### config.mk
export PLATFORM = sky130hd
export DESIGN_NAME = execute_stage
export DESIGN_NICKNAME = d
export VERILOG_FILES = /design/src/logic/pipe_pkg.sv /design/src/logic/isa_pkg.sv /design/src/logic/execute_stage.sv
export SDC_FILE = /design/constraint.sdc
export NUM_CORES = 1
export LEC_CHECK = 0
export BUFFER_PORTS_ARGS = -buffer_cell sky130_fd_sc_hd__buf_2
export CORE_AREA = 2 2 285 174
export CTS_CLUSTER_SIZE = 12
export DETAILED_ROUTE_END_ITERATION = 10
export DIE_AREA = 0 0 287 176
export GPL_ROUTABILITY_DRIVEN = 0
export PLACE_DENSITY = 0.73
export SLEW_MARGIN = 15
export SYNTH_ARGS = -nofsm -noshare
export SYNTH_HDL_FRONTEND = slang
export SYNTH_SLANG_ARGS = --single-unit
export TNS_END_PERCENT = 100
### constraint.sdc
create_clock -name clk -period 14.5 [get_ports clk]
set_input_delay 0 -clock clk [delete_from_list [all_inputs] [get_ports clk]]
set_output_delay 0 -clock clk [all_outputs]
set_load 0.03 [all_outputs]
### src/logic/pipe_pkg.sv
package pipe_pkg;

  // Data word width
  localparam int XLEN = 32;

  // Register file size
  localparam int REG_NUM    = 32;
  localparam int REG_ADDR_W = 5;

  // Data memory, word addressed by the low address bits
  localparam int DMEM_DEPTH  = 64;
  localparam int DMEM_ADDR_W = 6;

endpackage

### src/logic/isa_pkg.sv
package isa_pkg;

  // Instruction word layout, MSB first
  //   [31:30] reserved
  //   [29:26] opcode
  //   [25:21] rd
  //   [20:16] ra
  //   [15:11] rb
  //   [10:0]  imm, sign-extended
  localparam int INSTR_W = 32;

  localparam int OP_W   = 4;
  localparam int OP_LSB = 26;

  // Register fields are 5 bits wide each
  localparam int RD_LSB = 21;
  localparam int RA_LSB = 16;
  localparam int RB_LSB = 11;

  // Immediate sits in the low bits
  localparam int IMM_W = 11;

  // MUL keeps only the low word of the product
  // LINK writes pc+1 into rd
  typedef enum logic [OP_W-1:0] {
    NOP  = 4'd0,
    ADD  = 4'd1,
    SUB  = 4'd2,
    MUL  = 4'd3,
    ADDI = 4'd4,
    LD   = 4'd5,
    ST   = 4'd6,
    LINK = 4'd7
  } op_t;

endpackage
### src/logic/execute_stage.sv
`timescale 1ns/1ns

module execute_stage (
  input  logic                            clk,
  input  logic                            rst_n,
  input  logic                            d_valid,
  input  isa_pkg::op_t                    d_op,
  input  logic [pipe_pkg::REG_ADDR_W-1:0] d_rd,
  input  logic                            d_we,
  input  logic [pipe_pkg::XLEN-1:0]       d_a,
  input  logic [pipe_pkg::XLEN-1:0]       d_b,
  input  logic [pipe_pkg::XLEN-1:0]       d_store,
  input  logic [pipe_pkg::XLEN-1:0]       d_link,
  output logic                            ex_valid,
  output isa_pkg::op_t                    ex_op,
  output logic [pipe_pkg::REG_ADDR_W-1:0] ex_rd,
  output logic                            ex_we,
  output logic [pipe_pkg::XLEN-1:0]       ex_result,
  output logic [pipe_pkg::XLEN-1:0]       ex_store
);
  import isa_pkg::*;
  import pipe_pkg::*;

  logic [XLEN-1:0] a_q;
  logic [XLEN-1:0] b_q;
  logic [XLEN-1:0] link_q;

  always_ff @(posedge clk) begin
    if (!rst_n) begin
      ex_valid <= 1'b0;
      ex_we    <= 1'b0;
    end else begin
      ex_valid <= d_valid;
      ex_we    <= d_we;
    end
  end

  always_ff @(posedge clk) begin
    ex_op    <= d_op;
    ex_rd    <= d_rd;
    a_q      <= d_a;
    b_q      <= d_b;
    ex_store <= d_store;
    link_q   <= d_link;
  end

  // Loads and stores reuse the adder for the address
  always_comb begin
    case (ex_op)
      ADD, ADDI, LD, ST: ex_result = a_q + b_q;
      SUB:               ex_result = a_q - b_q;
      MUL:               ex_result = a_q * b_q;  // low word only
      LINK:              ex_result = link_q;
      default:           ex_result = '0;
    endcase
  end

endmodule

==> flow_summary.ini <==
[clocking]
cts_resized = 0
holdBufCountCts = 141
clock_sinks = 139
cts_root_buf = clkbuf_16
numCtsBuffers = 17
cts_tree = yes
path_clk_slew_ps = 60
post_cts_buffers = 0
clockBufferDepth = 2
htree_levels = 4

[synthesis]
yosysUniqueCellTypes = 65
ys_seq_area_share_pct = 13.1
synth_edf_count = 0
synth_area_leaders = fa_1 38%, dfxtp_1 13%, ha_1 9.2%
synth_seq_cells = 139
ys_top_cells_by_count = 409 x fa_1, 402 x inv_1, 310 x and2_1, 256 x nand2_1, 156 x ha_1
synthArstFlopShare_pct = 0
synth.avg_cell_area_um2 = 9.30
yosysTopAreaCell = fa_1
syn_nets = 2999
syn_inst = 2293
synth_top_cell_area_share_pct = 38.4
syn-cell-area_um2 = 21300
synthFlopType = dfxtp_1
synth.most_common_cell = fa_1
synth_warnings = 0

[routing]
drc_errors = 0
vias_per_cell = 5.47
ant_nets = 0
vias = 17698
routed_wl_um = 68300
wl_per_cell_um = 21.1
first_iter_violations = 2106
dr.pass1.iters = 6

[final_layout]
num-fill-cells = 4169
syn_to_final_growth_pct = 17.5
ff_latch_area_um2 = 2780
multi_input_area_um2 = 16600
nets = 3289
fin_area_um2 = 25100
drive_gt1_share_pct = 11.4

[timing]
layout_min_cycle_time_ps = 8540
tns_ps = 0
relSlewSlack_pct = 37.0
rsz0062_at_grt = no
setup_violations = 0
slew_violations = 0
worstMarginPinSlew_ps = 943
timing_hold_violations_final = 0
period_share_pct = 58.9
max_freq_ghz = 0.117
whs_ps = 190

[place]
dpl_cell_area_um2 = 23000
io_buffer_count = 215
hpwl_um = 50000

[critical_path]
worst_ep_required_time_ps = 14500
critical-path-top-delay-family = adder cells
startpoint_type = flip-flop
crit_start = b_q[3]$_DFF_P_
cp_common_cell = fa_1
path_class = flip-flop to output port
path_max_fanout = 25
end_kind = output port
worstPathCellList = buf_4 > and2_1 > fa_1 > inv_1 > fa_1 > fa_1 > fa_1 > inv_1 > ha_1 > ha_1 > fa_1 > fa_1 > ha_1 > a21oi_1 > a21oi_1 > a31oi_1 > o2111ai_1 > a21o_1 > a31oi_1 > nand4_1 > and3_1 > o31ai_1 > buf_2
cpPeakStageDelay_ps = 670
crit_slowest_cell = a31oi_1
worstPathArrival_ps = 8540
crit_buf_inv = 4

[global_route]
antenna_found_initial = 2
grt_overflow = 0
grtUsageTotal_pct = 27.7
grt_max_degree = 37
grt_pass1_wl_um = 106000
grt_pass1_vias = 18746

[min_path]
min_path_type = input port to flip-flop
worst_hold_path.endpoint = a_q[28]$_DFF_P_
min_from = d_a[28]
worstHoldPathCells = 2

[floorplanning]
rows = 62
ios = 216
initial_core_util_pct = 44.8
die_w_um = 287
core-area_um2 = 47600
dieArea_um2 = 50500
die_h_um = 176

[run_status]
status = finished, final reports clean

[job]
cap_violations = 0
final cells by class:
cell class	count	share of cell area, %
flip-flops and latches	139	11.1
clock buffers	20	1.82
repair buffers	389	10.9
inverters	402	6.02
multi-input cells	1634	66.3
diodes	1	0.00999
well taps	640	3.20
clock inverters	12	0.649
per-layer routing:
metal / vias to the layer above / track usage [%] / part of all wire (%)
li1: 7569 / - / -
met1: 8761 / 40.2 / 41
met2: 1194 / 40.0 / 42
met3: 174 / 7.66 / 14
met4: 0 / 8.33 / 2.9
met5: - / 0 / 0
through the flow:
step	instances	util (%)	worst slack (ps)
6_report	3237	52.6	5960
5_1_grt	3237	52.6	5780
4_1_cts	3236	52.6	6140
3_5_place_dp	3063	48.3	6610
3_3_place_gp	3063	48.3	6760
2_1_floorplan	2293	-	7080
logic make-up (layout without fill, tap and decap cells):
kind of cell,count (synthesis),after routing,synth area share (%)
flip-flops,139,139,13.1
buffers and inverters,520,823,9.20
multiplexers,3,3,0.141
other,0,1,0
adder cells (fa/ha/maj),565,565,47.6
AO/OA/AOI/OAI,236,236,7.44
XOR/XNOR,138,138,5.67
AND/OR/NAND/NOR,692,692,16.9
how the worst max path moves through the flow:
stage	endpoint	slack [ps]	depth (start not counted)
floorplan	ex_result[27]	7080	22
global placement	ex_result[27]	6760	21
detailed placement	ex_result[29]	6610	22
CTS	ex_result[29]	6140	22
global route	ex_result[29]	5780	22
finish	ex_result[30]	5960	23
flip-flops by register name (all words and copies together) (netlist names):
name and count:
ex_store 32, ex_rd 5, link_q 32, ex_we 1, b_q 32, ex_valid 1
ex_op 4, a_q 32
placed cells by master (no fill, tap or decap), types with 24 or more instances in the layout:
cell	netlist	routed
nand2_1	256	256
dfxtp_1	139	139
xnor2_1	99	99
a21o_1	24	24
and2_1	310	310
a21oi_1	62	62
ha_1	156	156
buf_4	0	33
fa_1	409	409
o21ai_0	43	43
nor2_1	40	40
xor2_1	39	39
inv_1	402	402
dlygate4sd3_1	0	141
buf_2	2	215
Power is not shown: default switching activity piles up to over one toggle a cycle in this logic, so the estimate is an artifact.
