[config.mk]
export PLATFORM = sky130hd
export DESIGN_NAME = memory_stage
export DESIGN_NICKNAME = d
export VERILOG_FILES = /design/src/logic/pipe_pkg.sv /design/src/logic/isa_pkg.sv /design/src/logic/memory_stage.sv
export SDC_FILE = /design/constraint.sdc
export NUM_CORES = 2
export LEC_CHECK = 0
export ABC_CLOCK_PERIOD_IN_PS = 3870
export CAP_MARGIN = 20
export CORE_MARGIN = 4
export CORE_UTILIZATION = 40
export DETAILED_ROUTE_END_ITERATION = 8
export DONT_BUFFER_PORTS = 1
export GPL_ROUTABILITY_DRIVEN = 1
export PLACE_DENSITY = 0.58
export REMOVE_ABC_BUFFERS = 1
export SYNTH_ARGS = -nofsm -noshare
export SYNTH_HDL_FRONTEND = slang
export SYNTH_SLANG_ARGS = --single-unit
[constraint.sdc]
create_clock -name clk -period 3.87 [get_ports clk]
set_input_delay 0.387 -clock clk [delete_from_list [all_inputs] [get_ports clk]]
set_output_delay 0.387 -clock clk [all_outputs]
set_load 0.05 [all_outputs]
[src/logic/pipe_pkg.sv]
package pipe_pkg;

  // Data word width
  localparam int XLEN = 32;

  // Register file size
  localparam int REG_NUM    = 32;
  localparam int REG_ADDR_W = 5;

  // Data memory, word addressed by the low address bits
  localparam int DMEM_DEPTH  = 64;
  localparam int DMEM_ADDR_W = 6;

endpackage

[src/logic/isa_pkg.sv]
package isa_pkg;

  // Instruction word layout, MSB first
  //   [31:30] reserved
  //   [29:26] opcode
  //   [25:21] rd
  //   [20:16] ra
  //   [15:11] rb
  //   [10:0]  imm, sign-extended
  localparam int INSTR_W = 32;

  localparam int OP_W   = 4;
  localparam int OP_LSB = 26;

  // Register fields are 5 bits wide each
  localparam int RD_LSB = 21;
  localparam int RA_LSB = 16;
  localparam int RB_LSB = 11;

  // Immediate sits in the low bits
  localparam int IMM_W = 11;

  // MUL keeps only the low word of the product
  // LINK writes pc+1 into rd
  typedef enum logic [OP_W-1:0] {
    NOP  = 4'd0,
    ADD  = 4'd1,
    SUB  = 4'd2,
    MUL  = 4'd3,
    ADDI = 4'd4,
    LD   = 4'd5,
    ST   = 4'd6,
    LINK = 4'd7
  } op_t;

endpackage
[src/logic/memory_stage.sv]
`timescale 1ns/1ns

module memory_stage (
  input  logic                            clk,
  input  logic                            rst_n,
  input  logic                            ex_valid,
  input  isa_pkg::op_t                    ex_op,
  input  logic [pipe_pkg::REG_ADDR_W-1:0] ex_rd,
  input  logic                            ex_we,
  input  logic [pipe_pkg::XLEN-1:0]       ex_result,
  input  logic [pipe_pkg::XLEN-1:0]       ex_store,
  output logic [pipe_pkg::REG_ADDR_W-1:0] mem_rd,
  output logic                            mem_we,
  output logic [pipe_pkg::XLEN-1:0]       mem_result,
  output logic                            wb_valid,
  output logic [pipe_pkg::REG_ADDR_W-1:0] wb_rd,
  output logic                            wb_we,
  output logic [pipe_pkg::XLEN-1:0]       wb_data
);
  import isa_pkg::*;
  import pipe_pkg::*;

  logic                   m_valid;
  op_t                    m_op;
  logic [XLEN-1:0]        m_alu;
  logic [XLEN-1:0]        m_store;
  logic [DMEM_ADDR_W-1:0] addr;
  logic                   wb_v;
  logic [XLEN-1:0]        dmem [DMEM_DEPTH];

  always_ff @(posedge clk) begin
    if (!rst_n) begin
      m_valid <= 1'b0;
      mem_we  <= 1'b0;
      wb_v    <= 1'b0;
      wb_we   <= 1'b0;
    end else begin
      m_valid <= ex_valid;
      mem_we  <= ex_we;
      wb_v    <= m_valid;
      wb_we   <= mem_we;
    end
  end

  always_ff @(posedge clk) begin
    m_op    <= ex_op;
    mem_rd  <= ex_rd;
    m_alu   <= ex_result;
    m_store <= ex_store;
    wb_rd   <= mem_rd;
    wb_data <= mem_result;
  end

  // Address wraps on the low bits of the ALU sum
  assign addr = m_alu[DMEM_ADDR_W-1:0];

  always_ff @(posedge clk) begin
    if (m_valid && m_op == ST) begin
      dmem[addr] <= m_store;
    end
  end

  // Read is combinational, so a load forwards its data from this stage
  assign mem_result = (m_op == LD) ? dmem[addr] : m_alu;

  assign wb_valid = wb_v && wb_we;

endmodule

==> flow_summary.json <==
{
  "grt_pass1_wl_um": 394000,
  "cts_buffer_depth": 3,
  "routedWlPerCell_um": 37.3,
  "synth-seq-area-share_pct": 78.5,
  "drv_slew": 0,
  "boundaryPins": 154,
  "route.final.wire_length_um": 292000,
  "dpl.hpwl_um": 168000,
  "final_layout_size_suffix_gt1_share_pct": 32.4,
  "worst_skew_pair.late_latency_ns": 0.89,
  "first_iter_violations": 7835,
  "ys_warn_count": 0,
  "count_of_final_setup_violators": 25,
  "final.period_utilization_pct": 109,
  "dpl.cell_count": 7100,
  "startpoint_type": "flop",
  "die_w_um": 459,
  "fin_ws_ns": -0.347,
  "endpoint_kind": "primary output",
  "timing.setup.critical_path_class": "reg2out",
  "synth-seq-cells": 2162,
  "pwr_density_cell_mw_per_mm2": 499,
  "core_sq_mm": 0.202,
  "worst_pin_slew_ns": 1.11,
  "finalWorstPathRequiredPeriod_ns": 4.22,
  "slew_headroom_pct": 26.2,
  "netlist_instances": 4276,
  "rsz0062_at_grt": "yes",
  "violations": "setup timing",
  "final_design_area_no_fill_sq_mm": 0.101,
  "grt_start_max_net_pins": 65,
  "routed_via_density": 6.29,
  "final-instance-count-excl-fill": 7820,
  "pre_cts_ws_ns": -0.425,
  "ys_types": 71,
  "synthFlopType": "sky130_fd_sc_hd__edfxtp_1",
  "run_status": "finished with violations",
  "dr.pass1.iters": 6,
  "grt.overflow.total": 0,
  "postSynth.asyncResetShare_pct": 0,
  "max_clock_freq_mhz": 237,
  "synthesis.area_per_instance_sq_um": 19.0,
  "post_synth_instance_area_sq_mm": 0.0813,
  "clock_h_tree_levels": 4,
  "postPlaceCellArea_sq_mm": 0.0883,
  "start_util_pct": 40.2,
  "layout.core_utilization_pct": 50.1,
  "cell_rows": 165,
  "power.ir.vdd_worst_mv": 0.544,
  "cts.root.buffer_cell": "sky130_fd_sc_hd__clkbuf_16",
  "nets": 5015,
  "vias": 49200,
  "cts.sink_count": 2162,
  "first_global_vias": 46400,
  "cts-buffers-inserted": 216,
  "crit_path_max_fanout": 8,
  "grt_use_total_pct": 27.0,
  "p_leak_nw": 33.1,
  "gpl.final_weighted_congestion": 0.850,
  "antenna_found_initial": 17,
  "clock_skew_ns": 0.0626,
  "worst_ep_arrival_time_ns": 3.83,
  "clkSlewWorstSetupHoldPaths_ns": 0.06,
  "final-hold-violation-count": 0,
  "die_h_um": 459,
  "placement.io_buffers": 0,
  "max_cap_violations": 0,
  "holdCritPathClass": "in2reg",
  "die_area_sq_mm": 0.210,
  "tns_ns": -4.31,
  "worstPathRequired_ns": 3.48,
  "post-route-drc-count": 0,
  "antenna_nets_post_route": 0,
  "area_growth_syn_to_layout_pct": 24.6,
  "tritoncts": "done",
  "synth_edf_count": 2048
}
[critical path, cell delays in order (launching register included)]
cell	delay, ns
sky130_fd_sc_hd__dfxtp_4	0.47
sky130_fd_sc_hd__buf_12	0.16
sky130_fd_sc_hd__buf_12	0.13
sky130_fd_sc_hd__inv_8	0.06
sky130_fd_sc_hd__buf_16	0.15
sky130_fd_sc_hd__a221o_1	0.32
sky130_fd_sc_hd__a222oi_1	0.53
sky130_fd_sc_hd__nor2_1	0.16
sky130_fd_sc_hd__a2111oi_4	0.39
sky130_fd_sc_hd__buf_4	0.21
sky130_fd_sc_hd__a41oi_4	0.12
sky130_fd_sc_hd__buf_12	0.21
[Yosys cell counts, drive strengths merged (8+ instances only)]
cell     count  share of area (%)
edfxtp    2048                 76
a221oi     218                2.3
mux2i      212                2.6
buf        198                1.4
nor2       190               0.88
mux2       169                2.3
a22oi      164                1.5
mux4       157                4.4
a21oi      115               0.71
dfxtp      114                2.8
o21ai       98               0.60
clkbuf      94               0.43
o22ai       92               0.71
nand2       88               0.41
a221o       39               0.48
a22o        39               0.42
a31oi       18               0.14
o32a        17               0.21
o2bb2ai     16               0.17
nand3       15              0.092
o211ai      14               0.13
o221ai      14               0.15
a211oi      12               0.11
a222oi      11               0.14
and3        10              0.077
o22a        10               0.11
and2         8              0.062
[kinds of logic after synthesis]
kind of cell / Yosys count / share of synthesized area [%]
compound gates: 924 / 8.46
buf+inv: 295 / 1.82
flops: 2162 / 78.5
mux: 538 / 9.31
simple gates: 357 / 1.92
[routing by layer]
metal  global-route usage [%]  share of wire [%]
met4                     12.1                5.0
met5                        0             0.0045
met1                     37.1                 38
met3                     6.12                 12
met2                     41.2                 45
[registers in the layout (all words and copies together) (netlist names)]
name     count
dmem      2048
m_alu       32
m_store     32
wb_data     32
mem_rd       5
wb_rd        5
m_op         4
m_valid      1
mem_we       1
wb_v         1
wb_we        1
[area by class of cell]
| class | instances | area [sq um] |
|---|---|---|
| Tap cell | 2672 | 3340 |
| Inverter | 3 | 26.3 |
| Sequential cell | 2162 | 63800 |
| Timing Repair Buffer | 736 | 8670 |
| Antenna cell | 20 | 50.0 |
| Multi-Input combinational cell | 1819 | 18100 |
| Clock inverter | 110 | 1100 |
| Fill cell | 16100 | 101000 |
| Clock buffer | 298 | 6080 |
[placed cells by master, fill, tap and decap left out, types with 15 or more instances in the layout]
cell / n
sky130_fd_sc_hd__a22oi_2: 25
sky130_fd_sc_hd__buf_6: 55
sky130_fd_sc_hd__buf_4: 414
sky130_fd_sc_hd__buf_12: 112
sky130_fd_sc_hd__dfxtp_2: 32
sky130_fd_sc_hd__mux4_2: 157
sky130_fd_sc_hd__a22o_1: 37
sky130_fd_sc_hd__a221oi_1: 160
sky130_fd_sc_hd__edfxtp_1: 2048
sky130_fd_sc_hd__o22ai_2: 19
sky130_fd_sc_hd__o21ai_0: 63
sky130_fd_sc_hd__dlygate4sd3_1: 79
sky130_fd_sc_hd__clkinv_1: 36
sky130_fd_sc_hd__nor2_1: 118
sky130_fd_sc_hd__o21ai_1: 27
sky130_fd_sc_hd__buf_8: 18
sky130_fd_sc_hd__nor2_4: 68
sky130_fd_sc_hd__a221o_1: 39
sky130_fd_sc_hd__clkbuf_8: 26
sky130_fd_sc_hd__clkinv_2: 31
sky130_fd_sc_hd__a22oi_1: 139
sky130_fd_sc_hd__a21oi_1: 93
sky130_fd_sc_hd__clkbuf_1: 51
sky130_fd_sc_hd__o22ai_1: 71
sky130_fd_sc_hd__bufbuf_16: 15
sky130_fd_sc_hd__o2bb2ai_1: 16
sky130_fd_sc_hd__nand2_1: 82
sky130_fd_sc_hd__dfxtp_1: 79
sky130_fd_sc_hd__buf_16: 31
sky130_fd_sc_hd__mux2i_1: 192
sky130_fd_sc_hd__clkbuf_16: 233
sky130_fd_sc_hd__diode_2: 20
sky130_fd_sc_hd__mux2_2: 169
sky130_fd_sc_hd__a221oi_2: 49
sky130_fd_sc_hd__a21oi_2: 19
[repair_timing]
item | CTS | global route
hold buffers | 79 | 0
cloned | 28 | 12
resized for setup | 319 | 158
pin swaps | 62 | 90
setup endpoints to repair | 33 | 32
buffers inserted | 105 | 67
hold endpoints to repair | 77 | 0
[stage by stage]
| stage | hold WS, ns | total power, mW |
|---|---|---|
| finish | 0.0442 | 50.5 |
| global route | 0.0170 | 51.8 |
| CTS | 0.000548 | 50.5 |
| detailed placement | 0.415 | 29.1 |
| global placement | 0.415 | 29.0 |
| floorplan | 0.415 | 28.1 |
[path summary, 6_finish.rpt]
path,depth (start not counted),slack (ns),start,to
worst min-delay path,1,0.04,ex_result[25],m_alu[25]$_DFF_P_
worst max-delay path,11,-0.35,m_alu[0]$_DFF_P_,mem_result[1]
worst max register to register,10,0.37,m_alu[1]$_DFF_P_,dmem[18][31]$_DFFE_PP_
worst min register to register,0,0.56,m_store[8]$_DFF_P_,dmem[34][8]$_DFFE_PP_
[power breakdown]
group	internal (mW)	switching (mW)	leakage, nW
registers	25.6	0.277	19.4
clock network	11.9	9.23	3.50
logic	1.34	2.11	10.2
total	38.9	11.6	33.1
(Power assumes the default switching activity.)
