**config.mk**
```make
export PLATFORM = sky130hd
export DESIGN_NAME = decode_stage
export DESIGN_NICKNAME = d
export VERILOG_FILES = /design/src/logic/pipe_pkg.sv /design/src/logic/isa_pkg.sv /design/src/logic/decode_stage.sv /design/src/logic/regfile.sv
export SDC_FILE = /design/constraint.sdc
export NUM_CORES = 2
export LEC_CHECK = 0
export BUFFER_PORTS_ARGS = -buffer_cell sky130_fd_sc_hd__buf_2
export CORE_AREA = 2 2 395 280
export DETAILED_ROUTE_END_ITERATION = 8
export DIE_AREA = 0 0 397 282
export GPL_TIMING_DRIVEN = 0
export PLACE_DENSITY = 0.72
export SLEW_MARGIN = 25
export SYNTH_ARGS = -nofsm -noshare
export SYNTH_HDL_FRONTEND = slang
export SYNTH_SLANG_ARGS = --single-unit
```
**constraint.sdc**
```tcl
create_clock -name clk -period 5.9 [get_ports clk]
set_input_delay 0.885 -clock clk [delete_from_list [all_inputs] [get_ports clk]]
set_output_delay 0.885 -clock clk [all_outputs]
set_load 0.01 [all_outputs]
```
**src/logic/pipe_pkg.sv**
```systemverilog
package pipe_pkg;

  // Data word width
  localparam int XLEN = 32;

  // Register file size
  localparam int REG_NUM    = 32;
  localparam int REG_ADDR_W = 5;

  // Data memory, word addressed by the low address bits
  localparam int DMEM_DEPTH  = 64;
  localparam int DMEM_ADDR_W = 6;

endpackage

```
**src/logic/isa_pkg.sv**
```systemverilog
package isa_pkg;

  // Instruction word layout, MSB first
  //   [31:30] reserved
  //   [29:26] opcode
  //   [25:21] rd
  //   [20:16] ra
  //   [15:11] rb
  //   [10:0]  imm, sign-extended
  localparam int INSTR_W = 32;

  localparam int OP_W   = 4;
  localparam int OP_LSB = 26;

  // Register fields are 5 bits wide each
  localparam int RD_LSB = 21;
  localparam int RA_LSB = 16;
  localparam int RB_LSB = 11;

  // Immediate sits in the low bits
  localparam int IMM_W = 11;

  // MUL keeps only the low word of the product
  // LINK writes pc+1 into rd
  typedef enum logic [OP_W-1:0] {
    NOP  = 4'd0,
    ADD  = 4'd1,
    SUB  = 4'd2,
    MUL  = 4'd3,
    ADDI = 4'd4,
    LD   = 4'd5,
    ST   = 4'd6,
    LINK = 4'd7
  } op_t;

endpackage
```
**src/logic/decode_stage.sv**
```systemverilog
`timescale 1ns/1ns

module decode_stage (
  input  logic                            clk,
  input  logic                            rst_n,
  input  logic                            instr_valid,
  input  logic [isa_pkg::INSTR_W-1:0]     instr,
  input  logic [pipe_pkg::REG_ADDR_W-1:0] ex_rd,
  input  logic                            ex_we,
  input  logic [pipe_pkg::REG_ADDR_W-1:0] mem_rd,
  input  logic                            mem_we,
  input  logic [pipe_pkg::REG_ADDR_W-1:0] wb_rd,
  input  logic                            wb_we,
  input  logic [pipe_pkg::XLEN-1:0]       ex_result,
  input  logic [pipe_pkg::XLEN-1:0]       mem_result,
  input  logic [pipe_pkg::XLEN-1:0]       wb_data,
  output logic                            d_valid,
  output isa_pkg::op_t                    d_op,
  output logic [pipe_pkg::REG_ADDR_W-1:0] d_rd,
  output logic                            d_we,
  output logic [pipe_pkg::XLEN-1:0]       d_a,
  output logic [pipe_pkg::XLEN-1:0]       d_b,
  output logic [pipe_pkg::XLEN-1:0]       d_store,
  output logic [pipe_pkg::XLEN-1:0]       d_link
);
  import isa_pkg::*;
  import pipe_pkg::*;

  logic [INSTR_W-1:0]    instr_q;
  logic [XLEN-1:0]       pc;
  logic [REG_ADDR_W-1:0] ra;
  logic [REG_ADDR_W-1:0] rb;
  logic [IMM_W-1:0]      imm;
  logic [XLEN-1:0]       rdata_a;
  logic [XLEN-1:0]       rdata_b;
  logic                  use_a;
  logic                  use_b;
  logic                  use_imm;
  logic                  writes_rd;
  logic [1:0]            ex_bp;
  logic [1:0]            mem_bp;
  logic [1:0]            wb_bp;

  // pc counts accepted strobes, bubbles leave it alone
  always_ff @(posedge clk) begin
    if (!rst_n) begin
      d_valid <= 1'b0;
      pc      <= '0;
    end else begin
      d_valid <= instr_valid;
      if (instr_valid) begin
        pc <= pc + 1'b1;
      end
    end
  end

  always_ff @(posedge clk) begin
    if (instr_valid) begin
      instr_q <= instr;
    end
  end

  assign d_op = op_t'(instr_q[OP_LSB +: OP_W]);
  assign d_rd = instr_q[RD_LSB +: REG_ADDR_W];
  assign ra   = instr_q[RA_LSB +: REG_ADDR_W];
  assign rb   = instr_q[RB_LSB +: REG_ADDR_W];
  assign imm  = instr_q[IMM_W-1:0];

  assign use_a     = d_op inside {ADD, SUB, MUL, ADDI, LD, ST};
  assign use_b     = d_op inside {ADD, SUB, MUL, ST};
  assign use_imm   = d_op inside {ADDI, LD, ST};
  assign writes_rd = d_op inside {ADD, SUB, MUL, ADDI, LD, LINK};

  // r0 never gets a write enable, so it never forwards either
  assign d_we = d_valid && writes_rd && (d_rd != '0);

  // Select bits are {ra hit, rb hit}
  assign ex_bp  = {ex_we && (ra == ex_rd), ex_we && (rb == ex_rd)};
  assign mem_bp = {mem_we && (ra == mem_rd), mem_we && (rb == mem_rd)};
  assign wb_bp  = {wb_we && (ra == wb_rd), wb_we && (rb == wb_rd)};

  regfile i_regfile (
    .clk        (clk),
    .rst_n      (rst_n),
    .ra         (ra),
    .rb         (rb),
    .ex_bp      (ex_bp),
    .mem_bp     (mem_bp),
    .wb_bp      (wb_bp),
    .ex_result  (ex_result),
    .mem_result (mem_result),
    .wb_we      (wb_we),
    .wb_rd      (wb_rd),
    .wb_data    (wb_data),
    .rdata_a    (rdata_a),
    .rdata_b    (rdata_b)
  );

  assign d_a     = rdata_a;
  assign d_b     = use_imm ? {{(XLEN-IMM_W){imm[IMM_W-1]}}, imm} : rdata_b;
  assign d_store = rdata_b;

  // Counter has already stepped past this instruction, so it reads pc+1
  assign d_link = pc;

  // Load data only exists from Memory on, a load-use at distance one is illegal
  a_no_load_use: assert property (@(posedge clk) disable iff (!rst_n)
    (d_valid && d_op == LD) |=>
      !(d_valid && ex_we && ((use_a && ra == ex_rd) || (use_b && rb == ex_rd))));

endmodule

```
**src/logic/regfile.sv**
```systemverilog
`timescale 1ns/1ns

module regfile (
  input  logic                            clk,
  input  logic                            rst_n,
  input  logic [pipe_pkg::REG_ADDR_W-1:0] ra,
  input  logic [pipe_pkg::REG_ADDR_W-1:0] rb,
  input  logic [1:0]                      ex_bp,
  input  logic [1:0]                      mem_bp,
  input  logic [1:0]                      wb_bp,
  input  logic [pipe_pkg::XLEN-1:0]       ex_result,
  input  logic [pipe_pkg::XLEN-1:0]       mem_result,
  input  logic                            wb_we,
  input  logic [pipe_pkg::REG_ADDR_W-1:0] wb_rd,
  input  logic [pipe_pkg::XLEN-1:0]       wb_data,
  output logic [pipe_pkg::XLEN-1:0]       rdata_a,
  output logic [pipe_pkg::XLEN-1:0]       rdata_b
);
  import pipe_pkg::*;

  logic [XLEN-1:0] regs [REG_NUM];

  // Newest producer wins: EX, then MEM, then WB, then storage
  function automatic logic [XLEN-1:0] fwd_pick(
    input logic            ex_hit,
    input logic            mem_hit,
    input logic            wb_hit,
    input logic [XLEN-1:0] ex_val,
    input logic [XLEN-1:0] mem_val,
    input logic [XLEN-1:0] wb_val,
    input logic [XLEN-1:0] stored
  );
    if (ex_hit) begin
      return ex_val;
    end else if (mem_hit) begin
      return mem_val;
    end else if (wb_hit) begin
      return wb_val;
    end
    return stored;
  endfunction

  // Single write port, fed from the writeback register
  always_ff @(posedge clk) begin
    if (!rst_n) begin
      for (int i = 0; i < REG_NUM; i++) begin
        regs[i] <= '0;
      end
    end else if (wb_we) begin
      regs[wb_rd] <= wb_data;
    end
  end

  // Upper select bit is port a, lower is port b
  assign rdata_a = fwd_pick(ex_bp[1], mem_bp[1], wb_bp[1],
                            ex_result, mem_result, wb_data, regs[ra]);
  assign rdata_b = fwd_pick(ex_bp[0], mem_bp[0], wb_bp[0],
                            ex_result, mem_result, wb_data, regs[rb]);

  // Decode drops the enable for rd zero, so r0 stays zero
  a_no_r0_write: assert property (@(posedge clk) disable iff (!rst_n)
    wb_we |-> (wb_rd != '0));

endmodule

```
==> out/metrics.csv <==
stage;metric;value;unit
status;status;complete, but fails checks;
status;violations;setup timing;
yosys;synth_flop_cell;edfxtp_1;
finish;design_area;67830;sq um
power;switching_share;29.85;%
critical_path;arrival;5.18;ns
power;p_switching;6.042;mW
sta;slew_violations;0;
placed_design;io_buffers;282;
critical_path;reg2reg_to;d_link[30];
finish;fill_cells;8163;
power;clockPowerShare;34.4;%
die;num_io_pins;288;
global_route;grt_use_total;45.02;%
yosys;synthArstFlopShare;0;%
finish;syn_to_final_growth;14.90;%
yosys;synth_seq_cells;1097;
clock_tree;clock_latency;0.73;ns
global_route;antenna_found_initial;21;
hold_path;holdPathStages;1;
critical_path;cp_max_fo;11;
drt;drt_wl_total;253.7;mm
die;die_h;282;microns
finish;fin_cells;6243;
yosys;synth_cells;4237;
die;die_w;397;microns
yosys;ys_types;53;
drt;post-route-drc-count;0;
placed_design;hpwl;184.1;mm
global_route;grt_overflow;0;
yosys;mappedNetlistArea;59030;sq um
finish;nets;4845;
critical_path;reg2reg_from;d_link[0];
power;powerDensity;298.5;nW/um^2
clock_tree;clk_pin_slew;0.07;ns
yosys;syn-num-nets;4387;
power;p_comb_share;20.2;%
drt;drt_pre_antenna_iters;9;
placed_design;place_area;64320;sq um
critical_path;r2r_cells;7;
sta;worst_pin_slew;1.270;ns
sta;slew_headroom;15.36;%
placed_design;placed_cells;6025;
critical_path;reg2reg_slack;3.56;ns
clock_tree;cts_setup_buffers;0;
yosys;synth_edf_count;1054;
die;core;107800;sq um
power;power.leakage;23.99;nW
finish;utilization;62.92;%
sta;fin_ws;-0.1619;ns
yosys;ys_seq_area_share;55.07;%
yosys;ys_warn_count;0;
clock_tree;cts.sinks;1097;
global_route;grt_pass1_wl;340.7;mm
yosys;yosys.area.top_type;edfxtp_1;
hold_path;worstHoldStart;instr[9];
finish;layout-drive-gt1-share;24.54;%
finish;multi_input_area;24830;sq um
clock_tree;cts.hold.buffers_added;0;
critical_path;end_kind;primary output;
drt;drtIter0Drc;9396;
clock_tree;numCtsBuffers;109;
power;finalPower;20.24;mW
sta;setup_viol_count_final;12;
clock_tree;cts_tree;done;
sta;period_needed;6.062;ns
sta;finClkSkew;0.01634;ns
clock_tree;cts_resized;5;
die;start_util;54.76;%
drt;viasPerCell;7.326;
die;row_count;101;
die;dieArea;112000;sq um
power;ir_drop;227.2;uV
sta;fmax;0.1650;GHz
critical_path;worstSetupPathType;register to primary output;
sta;rsz0062_at_grt;false;
global_route;grt_pass1_vias;42980;
yosys;synth.top_cells.by_count;edfxtp_1, and2_1, mux4_2, clkbuf_1, o22ai_1;
clock_tree;clk_path_buf_depth;3;
drt;via_count;45730;
yosys;yosysTopAreaCellShare;53.62;%
critical_path;cp-start-kind;register;
placed_design;gp_congestion;1.087;
sta;tns;-0.9527;ns
critical_path;cp.required;5.02;ns
finish;seq_area;32510;sq um
drt;routedWlPerCell;40.64;microns
global_route;grt_start_max_net_pins;32;
power;p_int;14.20;mW
yosys;postSynthAreaPerCell;13.93;sq um
yosys;synth_most_common_cell;edfxtp_1;
flow_run;max-cap-violations;0;
yosys;synthTopCellsByArea;edfxtp_1, mux4_2, and2_1;
clock_tree;cts_max_level;3;
hold_path;min_to;instr_q[9];
hold_path;hold_path.class;input port to register;
sta;hold_violations;0;
power;p_seq_share;45.4;%
clock_tree;cts_root_buf;clkbuf_16;
drt;ant_nets;0;
sta;period_share;102.7;%
## layout by cell type (no fill, tap or decap), types with 68 or more instances in the layout
cell | netlist | routed
o22ai_1 | 205 | 205
clkbuf_16 | 0 | 110
nor2_1 | 69 | 68
a22oi_1 | 75 | 75
and2_1 | 1051 | 1051
clkbuf_1 | 315 | 302
mux2i_1 | 181 | 181
mux4_2 | 426 | 426
buf_2 | 65 | 355
nand2_1 | 80 | 79
edfxtp_1 | 1054 | 1054
## layer usage
metal | track usage (%) | vias up | share of wire (%) | wire length (microns)
met3 | 24.32 | 1065 | 19 | 49140
met5 | 4.974 | - | 0.31 | 776
met4 | 27.47 | 26 | 7.7 | 19600
li1 | - | 17250 | - | -
met2 | 59.66 | 4878 | 39 | 99420
met1 | 57.13 | 22510 | 33 | 84800
## critical path: stages (launching register included)
cell and delay (ns):
dfxtp_1 0.48, buf_2 0.52, nor2_1 0.16, clkbuf_1 0.52
buf_2 0.54, a22oi_1 0.29, a21oi_1 0.18, nor4_1 0.65
o21ai_1 0.41, a31oi_1 0.45, buf_2 0.22
## worst max path at each step
stage | slack [ns] | endpoint | depth (start not counted)
6_report | -0.16 | d_b[15] | 10
5_1_grt | 0.06 | d_a[13] | 9
4_1_cts | 0.04 | d_b[28] | 10
3_5_place_dp | 0.35 | d_a[13] | 10
3_3_place_gp | -2.28 | i_regfile.regs[9][26] | 4
2_1_floorplan | 1.46 | i_regfile.regs[11][0] | 4
## logic make-up (layout without fill, tap and decap cells)
logic type	Yosys count	after routing	synth area share, %
AO/OA/AOI/OAI	574	574	6.460
XOR/XNOR	52	52	0.7715
adder cells (fa/ha/maj)	1	1	0.02119
buffers and inverters	470	1017	3.533
flip-flops	1097	1097	55.07
multiplexers	628	628	19.72
other	0	17	0
AND/OR/NAND/NOR	1415	1415	14.42
## per-stage QoR
step / hold slack (ns) / setup WS (ns)
finish: 0.3261 / -0.1619
global placement: 0.4768 / -2.278
detailed placement: 0.4953 / 0.3479
global route: 0.3132 / 0.05767
CTS: 0.3139 / 0.04099
floorplan: 0.5128 / 1.457
## sequential cells by signal (all words and copies together), names as in the netlist, named ones only
register and flops:
d_link 32, i_regfile.regs 1024, instr_q 30, d_valid 1
## power groups by stage
stage	Sequential [mW]	Combinational (mW)	Clock [mW]
after global routing	9.22	4.05	7.17
after detailed placement	9.34	3.81	0
final	9.19	4.09	6.96
after global placement	9.38	3.62	0
after CTS	9.17	3.83	6.87
after floorplan	9.26	2.03	0
## layout make-up
cell class / count / area share (%)
antenna: 17 / 0.06272
buffer: 455 / 3.099
clock buffer: 136 / 4.217
clock inverter: 64 / 0.7895
inverter: 15 / 0.08301
multi-input combinational: 2670 / 36.61
sequential: 1097 / 47.93
tap: 1442 / 2.660
timing repair buffer: 347 / 4.547
No activity file was read; power rests on OpenSTA's default activity.
